<file path="src/hw/csi_rx_consts.svh">
// csi-2 receiver constants
`default_nettype none

`ifndef CSI_RX_CONSTS_SVH
`define CSI_RX_CONSTS_SVH

// ------------------------------
// lane framing
`define CSI_SYNC_BYTE       8'hB8   // leader byte on every lane
`define CSI_MAX_SKEW        2       // worst lane skew in cycles
`define CSI_MAX_LONG_BYTES  8192    // read guard for one long packet

// short packet data types
`define CSI_DT_FS           6'h00   // frame start
`define CSI_DT_FE           6'h01   // frame end

// ------------------------------
// header ecc parity masks over the 24 header bits
`define CSI_ECC_MASK0       24'hF12CB7
`define CSI_ECC_MASK1       24'hF2555B
`define CSI_ECC_MASK2       24'h749A6D
`define CSI_ECC_MASK3       24'hB8E38E
`define CSI_ECC_MASK4       24'hDF03F0
`define CSI_ECC_MASK5       24'hEFFC00

`endif

`default_nettype wire
</file>
<file path="src/hw/csi_rx_pkg.sv">
// csi-2 receiver types
`default_nettype none

package csi_rx_pkg;

   typedef logic [7:0]  byte_t;       // one lane byte
   typedef logic [15:0] word_t;       // lane 1 in the upper byte
   typedef logic [31:0] hdr_t;        // {ecc, word count, data id}
   typedef logic [5:0]  data_type_t;
   typedef logic [7:0]  ecc_t;        // top two bits always zero

   // raw lane input
   typedef struct packed {
      byte_t lane0;
      byte_t lane1;
      logic  lane0_valid;
      logic  lane1_valid;
   } lane_in_t;

   typedef struct packed {
      word_t data;                    // two payload bytes
      logic  valid;
   } payload_t;

   // link state as seen from the last header
   typedef struct packed {
      logic in_frame;                 // between fs and fe
      logic in_line;                  // receiving a line packet
      logic ecc_ok;                   // last header ecc matched
      logic hdr_ok;                   // last header type and reserved bits sane
   } link_status_t;

   typedef enum logic [2:0] {
      INIT,
      START,
      SYNC0,
      SYNC1,
      LONG_WAIT,
      LONG_READ,
      DONE,
      STOP
   } pkt_state_t;

   typedef enum logic {
      HUNT,
      LOCKED
   } align_state_t;

endpackage

`default_nettype wire

</file>
<file path="src/hw/csi_rx_top.sv">
// csi-2 two-lane receiver top
`default_nettype none
`timescale 1ns/100ps

module csi_rx_top (
   input  wire logic                    reset,        // clock
   input  wire logic                    clock,        // async reset, active high
   input  wire logic                    enable,
   input  wire csi_rx_pkg::lane_in_t    lanes,        // byte-aligned lanes
   output csi_rx_pkg::payload_t         payload,      // two bytes per cycle
   output csi_rx_pkg::link_status_t     status,
   output logic                         packet_done   // one cycle per packet
);

   csi_rx_pkg::word_t   word;         // deskewed lane word
   logic                word_valid;
   logic                sync_wait;    // handler idle in START

   // ------------------------------
   // lane deskew
   csi_rx_word_aligner aligner_i (
      .reset       (reset),
      .clock       (clock),
      .enable      (enable),
      .lanes       (lanes),
      .sync_wait   (sync_wait),
      .packet_done (packet_done),
      .word        (word),
      .word_valid  (word_valid)
   );

   // ------------------------------
   // header parse and payload
   csi_rx_packet_handler handler_i (
      .reset       (reset),
      .clock       (clock),
      .enable      (enable),
      .word        (word),
      .word_valid  (word_valid),
      .sync_wait   (sync_wait),
      .packet_done (packet_done),   // also rearms the aligner
      .payload     (payload),
      .status      (status)
   );

endmodule

`default_nettype wire

</file>
<file path="src/hw/csi_rx_packet_handler.sv">
// csi-2 packet handler
`include "csi_rx_consts.svh"
`default_nettype none
`timescale 1ns/100ps

module csi_rx_packet_handler (
   input  wire logic                    reset,        // clock
   input  wire logic                    clock,        // async reset, active high
   input  wire logic                    enable,
   input  wire csi_rx_pkg::word_t       word,         // aligned word from aligner
   input  wire logic                    word_valid,
   output logic                         sync_wait,    // aligner may hunt for sync
   output logic                         packet_done,  // one cycle at packet end
   output csi_rx_pkg::payload_t         payload,      // long packet payload
   output csi_rx_pkg::link_status_t     status
);

   csi_rx_pkg::pkt_state_t   state;
   csi_rx_pkg::hdr_t         shift_q;       // last two words with newest on top
   csi_rx_pkg::hdr_t         hdr;           // full header as seen in SYNC1
   csi_rx_pkg::data_type_t   data_type;
   csi_rx_pkg::ecc_t         ecc_calc;      // ecc expected for this header
   logic [15:0]              word_count;    // byte count of a long packet
   logic [15:0]              len_q;         // word count kept for LONG_READ
   logic [15:0]              bytes_read;
   logic [16:0]              next_read;     // one bit wider so it never wraps
   logic                     type_allowed;
   logic                     hdr_valid;
   logic                     long_pkt;
   logic                     is_hdr;        // header complete this cycle
   logic                     in_pkt;        // states that keep in_line alive

   // ------------------------------
   // header decode
   always_comb begin
      // second header word is still on the input in SYNC1
      hdr          = {word, shift_q[31:16]};
      data_type    = hdr[5:0];
      word_count   = hdr[23:8];

      type_allowed = data_type inside {
         6'h00, 6'h01, 6'h02, 6'h03,                   // frame and line sync
         6'h10, 6'h11, 6'h12,                          // non-image data
         6'h28, 6'h29, 6'h2A, 6'h2B, 6'h2C, 6'h2D      // raw formats
      };
      hdr_valid    = type_allowed && (hdr[7:6] == 2'b00);   // virtual channel 0 only
      long_pkt     = hdr_valid && (data_type > 6'h0F);

      is_hdr       = word_valid && (state == csi_rx_pkg::SYNC1);
      in_pkt       = state inside {csi_rx_pkg::SYNC0, csi_rx_pkg::SYNC1,
                                   csi_rx_pkg::LONG_WAIT, csi_rx_pkg::LONG_READ};
      next_read    = {1'b0, bytes_read} + 17'd2;
   end

   csi_rx_hdr_ecc ecc_i (
      .data (hdr[23:0]),
      .ecc  (ecc_calc)
   );

   // words shift in every enabled cycle
   always_ff @(posedge reset) begin
      if (enable) begin
         shift_q <= {word, shift_q[31:16]};
      end
   end

   // ------------------------------
   // packet fsm
   always_ff @(posedge reset or posedge clock) begin
      if (clock) begin
         state      <= csi_rx_pkg::INIT;
         bytes_read <= '0;
         len_q      <= '0;
      end else if (enable) begin
         unique case (state)
            csi_rx_pkg::INIT: begin
               state <= csi_rx_pkg::START;              // one idle cycle
            end
            csi_rx_pkg::START: begin
               bytes_read <= '0;
               if (word_valid) begin
                  state <= csi_rx_pkg::SYNC0;           // sync word b8b8 seen
               end
            end
            csi_rx_pkg::SYNC0: begin
               state <= csi_rx_pkg::SYNC1;              // first header word arrives
            end
            csi_rx_pkg::SYNC1: begin
               len_q <= word_count;
               if (long_pkt) begin
                  state <= csi_rx_pkg::LONG_WAIT;       // first payload word on its way
               end else begin
                  state <= csi_rx_pkg::DONE;
               end
            end
            csi_rx_pkg::LONG_WAIT: begin
               state <= csi_rx_pkg::LONG_READ;
            end
            csi_rx_pkg::LONG_READ: begin
               // two bytes per cycle until count or guard is hit
               if ((next_read < {1'b0, len_q}) && (next_read < `CSI_MAX_LONG_BYTES)) begin
                  bytes_read <= next_read[15:0];
               end else begin
                  state <= csi_rx_pkg::DONE;
               end
            end
            csi_rx_pkg::DONE: begin
               state <= csi_rx_pkg::STOP;               // packet_done high here
            end
            csi_rx_pkg::STOP: begin
               state <= csi_rx_pkg::START;
            end
            default: begin
               state <= csi_rx_pkg::INIT;
            end
         endcase
      end
   end

   // ------------------------------
   // link status
   always_ff @(posedge reset or posedge clock) begin
      if (clock) begin
         status <= '0;
      end else if (enable) begin
         if (is_hdr) begin
            status.ecc_ok <= (hdr[31:24] == ecc_calc);
            status.hdr_ok <= hdr_valid;
            if (hdr_valid && (data_type == `CSI_DT_FS)) begin
               status.in_frame <= 1'b1;
            end else if (hdr_valid && (data_type == `CSI_DT_FE)) begin
               status.in_frame <= 1'b0;
            end
         end

         // any valid 2x type opens a line
         if (is_hdr && hdr_valid && (data_type[5:4] == 2'b10)) begin
            status.in_line <= 1'b1;
         end else if (!in_pkt) begin
            status.in_line <= 1'b0;                     // closes in DONE at the latest
         end
      end
   end

   // ------------------------------
   // outputs straight from the state
   always_comb begin
      sync_wait     = (state == csi_rx_pkg::START);
      packet_done   = (state == csi_rx_pkg::DONE);
      payload.valid = (state == csi_rx_pkg::LONG_READ);
      payload.data  = payload.valid ? shift_q[31:16] : '0;   // zero outside payload
   end

endmodule

`default_nettype wire

</file>
<file path="src/hw/csi_rx_word_aligner.sv">
// two-lane word aligner
`include "csi_rx_consts.svh"
`default_nettype none
`timescale 1ns/100ps

module csi_rx_word_aligner (
   input  wire logic                  reset,        // clock
   input  wire logic                  clock,        // async reset, active high
   input  wire logic                  enable,
   input  wire csi_rx_pkg::lane_in_t  lanes,        // byte-aligned lane bytes
   input  wire logic                  sync_wait,    // handler waits for a packet
   input  wire logic                  packet_done,  // handler finished the packet
   output csi_rx_pkg::word_t          word,         // deskewed word
   output logic                       word_valid
);

   csi_rx_pkg::align_state_t   state;
   csi_rx_pkg::byte_t          lane_byte  [2];                     // lane bytes as array
   logic                       lane_valid [2];
   csi_rx_pkg::byte_t          line [2][(`CSI_MAX_SKEW)+1];        // newest byte at 0
   logic [$clog2((`CSI_MAX_SKEW)+1)-1:0] tap [2];                  // bytes since sync
   logic [1:0]                 latched;                            // lane saw its sync byte
   logic                       both_latched;

   // fold the lane struct into arrays so both lanes share one loop
   always_comb begin
      lane_byte[0]  = lanes.lane0;
      lane_byte[1]  = lanes.lane1;
      lane_valid[0] = lanes.lane0_valid;
      lane_valid[1] = lanes.lane1_valid;
   end

   assign both_latched = &latched;

   // ------------------------------
   // sync hunt and lock
   always_ff @(posedge reset or posedge clock) begin
      if (clock) begin
         state      <= csi_rx_pkg::HUNT;
         latched    <= '0;
         tap        <= '{default: '0};
         word_valid <= 1'b0;
      end else if (enable) begin
         if (packet_done) begin
            state      <= csi_rx_pkg::HUNT;      // rearm for next packet
            latched    <= '0;
            word_valid <= 1'b0;
         end else if (state == csi_rx_pkg::HUNT) begin
            if (both_latched) begin
               // taps now point at the two sync bytes
               state      <= csi_rx_pkg::LOCKED;
               word_valid <= 1'b1;
            end else begin
               for (int i = 0; i < 2; i++) begin
                  if (lane_valid[i]) begin
                     if (!latched[i] && sync_wait && (lane_byte[i] == `CSI_SYNC_BYTE)) begin
                        latched[i] <= 1'b1;
                        tap[i]     <= '0;        // sync byte sits at line[0]
                     end else if (latched[i] && (tap[i] != (`CSI_MAX_SKEW))) begin
                        tap[i]     <= tap[i] + 1'b1;   // sync byte moves one deeper
                     end
                  end
               end
            end
         end
      end
   end

   // ------------------------------
   // deskew lines and word output
   // the taps freeze at lock so both lanes stay in step
   always_ff @(posedge reset) begin
      if (enable) begin
         for (int i = 0; i < 2; i++) begin
            if (lane_valid[i]) begin
               line[i][0] <= lane_byte[i];
               for (int k = 1; k <= (`CSI_MAX_SKEW); k++) begin
                  line[i][k] <= line[i][k-1];
               end
            end
         end
         word <= {line[1][tap[1]], line[0][tap[0]]};  // lane 1 upper
      end
   end

endmodule

`default_nettype wire

</file>
<file path="src/hw/csi_rx_hdr_ecc.sv">
// packet header ecc
`include "csi_rx_consts.svh"
`default_nettype none
`timescale 1ns/100ps

module csi_rx_hdr_ecc (
   input  wire logic [23:0]     data,   // word count and data id
   output csi_rx_pkg::ecc_t     ecc     // expected ecc byte
);

   // ------------------------------
   // hamming parity
   // each bit covers the header bits set in its mask
   always_comb begin
      ecc[7:6] = 2'b00;                               // unused in csi-2

      // p0 over d0 d1 d2 d4 d5 d7 d10 d11 d13 d16 d20..d23
      ecc[0]   = ^(data & `CSI_ECC_MASK0);

      // p1 over d0 d1 d3 d4 d6 d8 d10 d12 d14 d17 d20..d23
      ecc[1]   = ^(data & `CSI_ECC_MASK1);

      // p2 over d0 d2 d3 d5 d6 d9 d11 d12 d15 d18 d20..d22
      ecc[2]   = ^(data & `CSI_ECC_MASK2);

      // p3 over d1..d3 d7..d9 d13..d15 d19 d20 d21 d23
      ecc[3]   = ^(data & `CSI_ECC_MASK3);

      // p4 over d4..d9 d16..d20 d22 d23
      ecc[4]   = ^(data & `CSI_ECC_MASK4);

      // p5 over d10..d19 d21..d23
      ecc[5]   = ^(data & `CSI_ECC_MASK5);
   end

   // a single flipped header bit gives a nonzero syndrome
   // when the received byte is xored with this one

endmodule

`default_nettype wire

</file>
<file path="config.mk">
export PLATFORM = sky130hd
export DESIGN_NAME = csi_rx_top
export DESIGN_NICKNAME = d
export VERILOG_FILES = /design/src/hw/csi_rx_pkg.sv /design/src/hw/csi_rx_top.sv /design/src/hw/csi_rx_packet_handler.sv /design/src/hw/csi_rx_word_aligner.sv /design/src/hw/csi_rx_hdr_ecc.sv
export VERILOG_INCLUDE_DIRS = /design/src /design/src/hw
export SDC_FILE = /design/constraint.sdc
export NUM_CORES = 1
export LEC_CHECK = 0
export CORE_MARGIN = 3
export CORE_UTILIZATION = 43
export DETAILED_ROUTE_END_ITERATION = 10
export DONT_BUFFER_PORTS = 1
export GPL_ROUTABILITY_DRIVEN = 0
export GPL_TIMING_DRIVEN = 0
export PLACE_DENSITY_LB_ADDON = 0.1
export SYNTH_ARGS = -nofsm -noshare
export SYNTH_HDL_FRONTEND = slang
export SYNTH_SLANG_ARGS = --single-unit
</file>
<file path="constraint.sdc">
create_clock -name reset -period 6.08 [get_ports reset]
set_clock_uncertainty 0.05 [all_clocks]
set_input_delay 1.216 -clock reset [delete_from_list [all_inputs] [get_ports reset]]
set_output_delay 1.216 -clock reset [all_outputs]
set_load 0.02 [all_outputs]
</file>
==> results.ini, run 1 <==
[setup_path]
crit_arrival_ps=2340
worstPathRequired_ps=4810
rr_worst_depth=13
worst_setup_path_start_kind=register
crit_fanout=10
rrSetupSlack_ps=2600
critPathKind=register to output port
r2r-start=handler_i.bytes_read[1]$_DFFE_PP0P_
rr_endpoint=handler_i.state[1]$_DFFE_PP0P_
end_kind=output port

[route]
via_count=4071
viasPerCell=5.36
wire_per_inst_um=18.1
ant_nets=0
drc=0
drt-total-wl_mm=13.7
drt_iter0_markers=201
dr.pass1.iters=4

[hold_path]
hold_depth=0
worstHoldPathType=register to register
worst_hold_path.endpoint=aligner_i.line[0][5]$_DFFE_PP_
hold_start=aligner_i.line[0][13]$_DFFE_PP_

[sta]
finalCritPeriodShare_pct=59.3
setup_slack_ps=2480
rsz0062_at_grt=no
tns_ps=0
slew_headroom_pct=26.8
hold_viol=0
period_needed_ps=3600
tightest_slew_ps=1100
max_freq_mhz=278
slew_violations=0
setup_viol=0

[job]
drv_cap=0

[synthesis]
synth-compound-area-share_pct=8.55
ys_types=54
syn_inst=543
synth_top_area_share_pct=37.4
synth-simple-area-share_pct=12.4
synthMostInstantiatedCell=edfxtp_1
synthArstFlopShare_pct=36.5
syn-cell-area_mm2=0.00642
yosys.area.top_type=edfxtp_1
synth_warnings=0
syn_nets=595
synth_edf_count=80
synth_adder_area_share_pct=6.04
synthTopCellsByArea=edfxtp_1, dfrtp_1, xnor2_1
ys_seq_area_share_pct=55.3
muxShareOfSynthArea_pct=5.45
synthTopCellsByCount=edfxtp_1, nand2_1, xnor2_1, dfrtp_1, inv_1
synth_flop_cell=edfxtp_1
avgSynthCellArea_um2=11.8
synth-xor-area-share_pct=8.46
ys_ff_latch=126
synth_top_family_by_area=simple AND/OR/NAND/NOR gates

[status]
run_status=finished clean

[cts]
cts_buffers=17
root_buffer=clkbuf_16
clock_latency_ps=430
post_cts_resized=0
cts.clk_slew.worst_paths_ps=60
cts_tree=done
clk_path_buf_depth=2
clkSinkCount=126
holdBufCountCts=0
postCtsSetupRepairBufs=0
h-tree-depth=4

[final_layout]
areaGrowthSynthToFinish_pct=13.2
layout.nets=615
instances_no_fill=759
multi_input_area_mm2=0.00263
diodes=0
n_fill_cell=1259
design_area_mm2=0.00727
drive_gt1_share_pct=11.0
seq_area_mm2=0.00355

[floorplanning]
fp.dieW_um=128
start_util_pct=44.0
rows=44
core_area_mm2=0.0146
die_area_mm2=0.0164
die_h_um=128
ios=43

[power]
ir_drop_uv=352
power.density_mw_per_mm2=412
p_leak_nw=2.81
power_mw=2.99

[global_route]
grt_pass1_vias=4182
grt_pass1_wl_mm=22.5
gr-usage-all-layers_pct=18.1
antenna_found_initial=0
overflow=0
grt_max_degree=40

[placement]
placed_cell_area_mm2=0.00667
placed_cells=728
hpwl_mm=10.0
port_buffers=0
dp_slack_ps=2670

worst max-delay path, stage by stage (launching register included):
cell,delay [ps]
dfrtp_1,490
clkbuf_1,380
nand2_1,330
nor3_1,720
cells in the final DEF, fill, tap and decap left out, drive strengths merged, types with 6 or more instances in the layout:
| cell | netlist | layout |
|---|---|---|
| ha | 31 | 31 |
| mux2 | 16 | 16 |
| xor2 | 12 | 12 |
| o21ai | 32 | 32 |
| edfxtp | 80 | 80 |
| inv | 37 | 39 |
| and3 | 10 | 10 |
| xnor2 | 50 | 50 |
| o211ai | 10 | 10 |
| nor2 | 20 | 20 |
| mux2i | 17 | 17 |
| nand4 | 8 | 8 |
| nand2 | 54 | 54 |
| clkbuf | 13 | 31 |
| nor2b | 8 | 8 |
| dfrtp | 46 | 46 |
| clkinv | 1 | 6 |
| nand3 | 15 | 15 |
| nor3 | 13 | 13 |
| a21oi | 12 | 12 |
| buf | 7 | 8 |
logic make-up (layout without fill, tap and decap cells):
kind of cell	after synthesis	count (layout)
compound gates	84	84
xor+xnor	62	62
fa+ha+maj	31	31
buf+inv	58	90
flops	126	126
mux	33	33
simple gates	149	149
sequential cells by signal, indices dropped and copies added (netlist names):
name,cells
aligner_i.latched,2
aligner_i.line,48
aligner_i.state,1
aligner_i.tap,4
aligner_i.word,16
aligner_i.word_valid,1
handler_i.bytes_read,15
handler_i.len_q,16
handler_i.shift_q,16
handler_i.state,3
handler_i.status,4
power by group:
group	switching, mW	leakage, nW	total (mW)	internal (mW)
Combinational	0.473	1.17	0.808	0.335
Clock	0.390	0.283	1.03	0.644
Sequential	0.0965	1.35	1.15	1.05
Total	0.960	2.81	2.99	2.03
per-stage QoR:
| step | utilization (%) | hold WS, ps |
|---|---|---|
| floorplan | - | 376 |
| global placement | 45.6 | 382 |
| detailed placement | 45.7 | 384 |
| CTS | 49.8 | 399 |
| global route | 49.8 | 414 |
| finish | 49.8 | 400 |
layer usage:
metal	global-route usage (%)	part of all wire, %	vias up
met5	0	0	-
met4	6.62	1.3	0
met3	6.17	6.1	17
met2	29.3	50	90
met1	22.5	43	1965
li1	-	-	1999
layout make-up:
cell class,instances,share of cell area (%)
repair buffers,1,0.275
well taps,184,3.17
plain buffers,20,1.33
multi-input cells,359,36.2
flip-flops and latches,126,48.9
clock inverters,13,2.29
clock buffers,18,5.90
inverters,38,1.96
how the worst max path moves through the flow:
stage                                         from                                   end  slack (ps)
2_1_floorplan  handler_i.bytes_read[1]$_DFFE_PP0P_   handler_i.bytes_read[9]$_DFFE_PP0P_        3120
3_3_place_gp   handler_i.bytes_read[1]$_DFFE_PP0P_        handler_i.state[1]$_DFFE_PP0P_        2640
3_5_place_dp   handler_i.bytes_read[1]$_DFFE_PP0P_  handler_i.bytes_read[10]$_DFFE_PP0P_        2670
4_1_cts             handler_i.state[2]$_DFFE_PP0P_                            payload[6]        2460
5_1_grt             handler_i.state[2]$_DFFE_PP0P_                            payload[3]        2310
6_report            handler_i.state[2]$_DFFE_PP0P_                            payload[4]        2480
No activity file was read; power rests on OpenSTA's default activity.
==> inputs of run 2 (changes only) <==
ABC_AREA = 1   (was default)
clock period = 3.2 ns   (was 6.08 ns; I/O delays follow)
==> run 2 against run 1 <==
Sequential power increased by 110%; combinational power rose to 2.8 times the previous value; clock-buffer cell count is the same; synthesized area is 11% higher; sequential share of layout area is 4.7 points lower; first-iteration DRC count is 16% higher; highest routed layer unchanged.
==> results.ini, run 2 <==
[final_layout]
layout.nets=951
regMostFlops=aligner_i.line
diodes=0
instances_no_fill=1128
drive_gt1_share_pct=5.81
layout_common_cells=nand2_1, inv_1, nor2_1
design_area_mm2=0.00805
final_common_cell=nand2_1
fin_util_pct=50.1
areaGrowthSynthToFinish_pct=12.6
largest_reg_flops=48

[synthesis]
syn_nets=931
synthTopCellsByCount=nand2_1, inv_1, nor2_1, edfxtp_1, nand3_1
synth_top_family_by_area=simple AND/OR/NAND/NOR gates
synth_edf_count=80
syn_inst=879
synth-simple-area-share_pct=28.5
synth-compound-area-share_pct=5.69
syn-cell-area_mm2=0.00715
ys_types=35
ys_ff_latch=126
synth_flop_cell=edfxtp_1
synth_warnings=0
synthMostInstantiatedCell=nand2_1
muxShareOfSynthArea_pct=0
synth_top_area_share_pct=33.6
avgSynthCellArea_um2=8.13
synthTopCellsByArea=edfxtp_1, dfrtp_1, nand2_1
ys_seq_area_share_pct=49.7
yosys.area.top_type=edfxtp_1
synthArstFlopShare_pct=36.5
synth_adder_area_share_pct=5.43
synth-xor-area-share_pct=3.31

[status]
run_status=finished clean

[sta]
setup_viol=0
period_needed_ps=3070
slew_headroom_pct=38.0
tightest_slew_ps=930
finalCritPeriodShare_pct=95.9
slew_violations=0
hold_viol=0
rsz0062_at_grt=yes
max_freq_mhz=326

[placement]
hpwl_mm=12.3
placed_cells=1096
port_buffers=0
placed_cell_area_mm2=0.00744

[cts]
cts.clk_slew.worst_paths_ps=60
clkSinkCount=126
postCtsSetupRepairBufs=0
h-tree-depth=4
clock_latency_ps=420
post_cts_resized=0
clk_path_buf_depth=2
cts_buffers=17
cts_tree=done
root_buffer=clkbuf_16

[setup_path]
worstPathRequired_ps=2510
end_kind=output port
crit_arrival_ps=2380
crit_fanout=10
worst_setup_path_start_kind=register
crit_path_top_delay_cell=nor2_1
cpPeakStageDelay_ps=500
critPathKind=register to output port
path_cells=inv_1 -> nor2_1 -> inv_1 -> nor2_4 -> inv_2 -> buf_1 -> nor2_1

[global_route]
antenna_found_initial=0
grt_pass1_vias=5534
overflow=0
gr-usage-all-layers_pct=18.5
grt_max_degree=39
grt_pass1_wl_mm=26.7

[power]
ir_drop_uv=566
internal_power_mw=4.12
sw_frac_of_total_pct=37.8
power.density_mw_per_mm2=823
pwr-share-seq_pct=36.0
p_sw_mw=2.50
p_comb_share_pct=33.7
pwr-share-clk_pct=30.3
p_leak_nw=3.84

[route]
ant_nets=0
drc=0
drt_iter0_markers=234
dr.pass1.iters=7
wire_per_inst_um=14.3
via_count=5620
viasPerCell=4.98
drt-total-wl_mm=16.1

[floorplanning]
die_area_mm2=0.0182
start_util_pct=44.5
rows=46
core_area_mm2=0.0161
die_h_um=135
fp.dieW_um=135
ios=43

[hold_path]
worstHoldPathType=input port to asynchronous set/reset pin

[job]
drv_cap=0

-- run 2: through the flow --
stage / TNS, ps / setup slack (ps) / total power, mW / hold slack, ps
6_report: 0 / 132 / 6.62 / 10.3
5_1_grt: -21.6 / -13.7 / 7.16 / 22.1
4_1_cts: 0 / 91.9 / 6.67 / 12.0
3_5_place_dp: 0 / 341 / 4.65 / 383
3_3_place_gp: 0 / 436 / 4.57 / 380
2_1_floorplan: 0 / 746 / 4.08 / 371
-- run 2: power by group through the flow --
stage / combinational (mW) / sequential, mW / clock (mW)
2_1_floorplan: 1.76 / 2.32 / 0
3_3_place_gp: 2.16 / 2.41 / 0
3_5_place_dp: 2.23 / 2.42 / 0
4_1_cts: 2.25 / 2.39 / 2.03
5_1_grt: 2.61 / 2.43 / 2.12
6_report: 2.23 / 2.39 / 2.01
-- run 2: cells by family after synthesis --
| kind of cell | after synthesis |
|---|---|
| AO/OA/AOI/OAI | 73 |
| flip-flops | 126 |
| buffers and inverters | 136 |
| adder cells (fa/ha/maj) | 31 |
| AND/OR/NAND/NOR | 486 |
| XOR/XNOR | 27 |
-- run 2: per-layer routing --
| layer | vias to the layer above | track usage [%] | wire, µm | part of all wire [%] |
|---|---|---|---|---|
| li1 | 2880 | - | - | - |
| met1 | 2613 | 22.3 | 6900 | 43 |
| met2 | 101 | 32.6 | 8210 | 51 |
| met3 | 26 | 4.96 | 712 | 4.4 |
| met4 | 0 | 5.60 | 295 | 1.8 |
| met5 | - | 0 | 0 | 0 |
-- run 2: area by class of cell --
cell class                      instances  area [µm²]
Buffer                                 17        80.1
Clock buffer                           18         429
Clock inverter                         14         181
Fill cell                            1517        8010
Inverter                              119         447
Multi-Input combinational cell        617        3070
Sequential cell                       126        3550
Tap cell                              216         270
Timing Repair Buffer                    1        20.0
-- run 2: what timing repair did --
action	in CTS	in global routing
setup endpoints to repair	0	2
hold buffers	0	0
hold endpoints to repair	0	0
-- run 2: final timing paths --
| kind | startpoint | endpoint | slack, ps | cells past startpoint |
|---|---|---|---|---|
| max | handler_i.state[0]$_DFFE_PP0P_ | payload[3] | 130 | 7 |
| min | clock | handler_i.bytes_read[4]$_DFFE_PP0P_ | 10 | 1 |
| max reg2reg | handler_i.bytes_read[1]$_DFFE_PP0P_ | handler_i.bytes_read[7]$_DFFE_PP0P_ | 340 | 19 |
| min reg2reg | aligner_i.line[0][22]$_DFFE_PP_ | aligner_i.line[0][14]$_DFFE_PP_ | 400 | 0 |
| max in group asynchronous | clock | handler_i.status[1]$_DFFE_PP0P_ | 2590 | 2 |
| min in group reset | lanes[15] | aligner_i.line[0][21]$_DFFE_PP_ | 260 | 0 |
-- run 2: critical path: cells and delay by family (launching register included) --
kind                   cells  cell delay, ps
and+or+nand+nor            3             900
DFF                        1             390
buffers and inverters      4             670
==> inputs of run 3 (changes only) <==
RECOVER_POWER = 25   (was default)
==> run 3 against run 2 <==
Core utilization is 0.10 points lower; clock-buffer cell count is the same; non-clock buffer count unchanged; the run now ends with max-capacitance violations, max-slew violations left; largest cell class unchanged.
==> results.ini, run 3 (synthesis results as in run 2) <==
[sta]
tightest_slew_ps=1940
setup_viol=0
rsz0062_at_grt=yes
slew_headroom_pct=-29.0
setup_slack_ps=129
slew_violations=34
period_needed_ps=3070
finalCritPeriodShare_pct=96.0
timing.hold.ws_ps=95.4
hold_viol=0
max_freq_mhz=326

[route]
ant_nets=0
via_count=5649
viasPerCell=5.01
dr.pass1.iters=7
drt-total-wl_mm=16.1
drc=0
drt_iter0_markers=241
wire_per_inst_um=14.3

[final_layout]
n_fill_cell=1520
regMostFlops=aligner_i.line
areaGrowthSynthToFinish_pct=12.4
drive_gt1_share_pct=5.59
largest_reg_flops=48
layout_common_cells=nand2_1, inv_1, nor2_1
diodes=0
layout.nets=951
final_common_cell=nand2_1
instances_no_fill=1128

[global_route]
grt_pass1_vias=5534
gr-usage-all-layers_pct=18.5
grt_max_degree=39
overflow=0
antenna_found_initial=0
grt_pass1_wl_mm=26.7

[cts]
post_cts_resized=0
clk_path_buf_depth=2
h-tree-depth=4
cts.clk_slew.worst_paths_ps=60
root_buffer=clkbuf_16
clock_latency_ps=420
clkSinkCount=126
holdBufCountCts=0
cts_buffers=17
cts_tree=done
postCtsSetupRepairBufs=0

[placement]
hpwl_mm=12.3
port_buffers=0
dp_slack_ps=341
placed_cells=1096

[setup_path]
worst_setup_path_start_kind=register
crit_path_top_delay_cell=nor2_1
path_cells=inv_1 -> nor2_1 -> inv_1 -> nor2_4 -> inv_2 -> buf_1 -> nor2_1
worstPathRequired_ps=2510
crit_family=simple AND/OR/NAND/NOR gates
cpPeakStageDelay_ps=500
end_kind=output port
cp_num_buf_inv=4
critPathKind=register to output port
crit_arrival_ps=2380
crit_fanout=10

[status]
run_status=complete, but fails checks
violations=max-capacitance violations, max-slew violations

[floorplanning]
fp.dieW_um=135
ios=43
core_area_mm2=0.0161
rows=46
die_h_um=135
die_area_mm2=0.0182
start_util_pct=44.5

[power]
sw_frac_of_total_pct=37.8
p_leak_nw=3.84
power.density_mw_per_mm2=824
pwr-share-seq_pct=36.0
pwr-share-clk_pct=30.3
ir_drop_uv=566
p_sw_mw=2.50
internal_power_mw=4.12
p_comb_share_pct=33.7

[hold_path]
worstHoldPathType=input port to asynchronous set/reset pin

[job]
drv_cap=1

==> run 3: changes by cell type in the layout (fill, tap and decap cells not counted) <==
cell	delta
buf_12	-1
clkbuf_1	+1
inv_1	+1
inv_2	-1
==> run 3: layout make-up <==
class / instances / area, µm² / share of cell area [%]
flip-flops and latches: 126 / 3550 / 44.2
multi-input cells: 617 / 3070 / 38.2
inverters: 119 / 447 / 5.56
clock buffers: 18 / 429 / 5.34
well taps: 216 / 270 / 3.36
clock inverters: 14 / 181 / 2.26
plain buffers: 17 / 80.1 / 0.997
repair buffers: 1 / 3.75 / 0.0467
==> run 3: routing by layer <==
metal / GRT usage (%) / share of wire [%] / vias to the layer above
li1: - / - / 2880
met1: 22.3 / 42 / 2632
met2: 32.6 / 51 / 111
met3: 4.96 / 4.7 / 26
met4: 5.60 / 1.8 / 0
met5: 0 / 0 / -
==> run 3: power by group through the flow <==
stage | Combinational (mW) | Sequential, mW | Clock (mW)
2_1_floorplan | 1.76 | 2.32 | 0
3_3_place_gp | 2.16 | 2.41 | 0
3_5_place_dp | 2.23 | 2.42 | 0
4_1_cts | 2.25 | 2.39 | 2.03
5_1_grt | 2.61 | 2.43 | 2.12
6_report | 2.23 | 2.39 | 2.01
==> run 3: final timing paths <==
| path | startpoint | endpoint | slack, ps | cells past startpoint |
|---|---|---|---|---|
| worst max-delay path | handler_i.state[0]$_DFFE_PP0P_ | payload[3] | 130 | 7 |
| worst min-delay path | clock | handler_i.bytes_read[4]$_DFFE_PP0P_ | 100 | 1 |
| worst max register to register | handler_i.bytes_read[1]$_DFFE_PP0P_ | handler_i.bytes_read[7]$_DFFE_PP0P_ | 340 | 19 |
| worst min register to register | aligner_i.line[0][22]$_DFFE_PP_ | aligner_i.line[0][14]$_DFFE_PP_ | 400 | 0 |
| max in group asynchronous | clock | handler_i.status[1]$_DFFE_PP0P_ | 820 | 2 |
| min in group reset | lanes[15] | aligner_i.line[0][21]$_DFFE_PP_ | 260 | 0 |
==> run 3: through the flow <==
| stage | cell area, µm² | utilization (%) | power (mW) | setup TNS (ps) |
|---|---|---|---|---|
| finish | 8030 | 50.0 | 6.62 | 0 |
| CTS | 8050 | 50.1 | 6.67 | 0 |
| detailed placement | 7440 | 46.3 | 4.65 | 0 |
| floorplan | 7150 | - | 4.08 | 0 |
| global route | 8030 | 50.0 | 7.16 | -21.6 |
| global placement | 7420 | 46.2 | 4.57 | 0 |
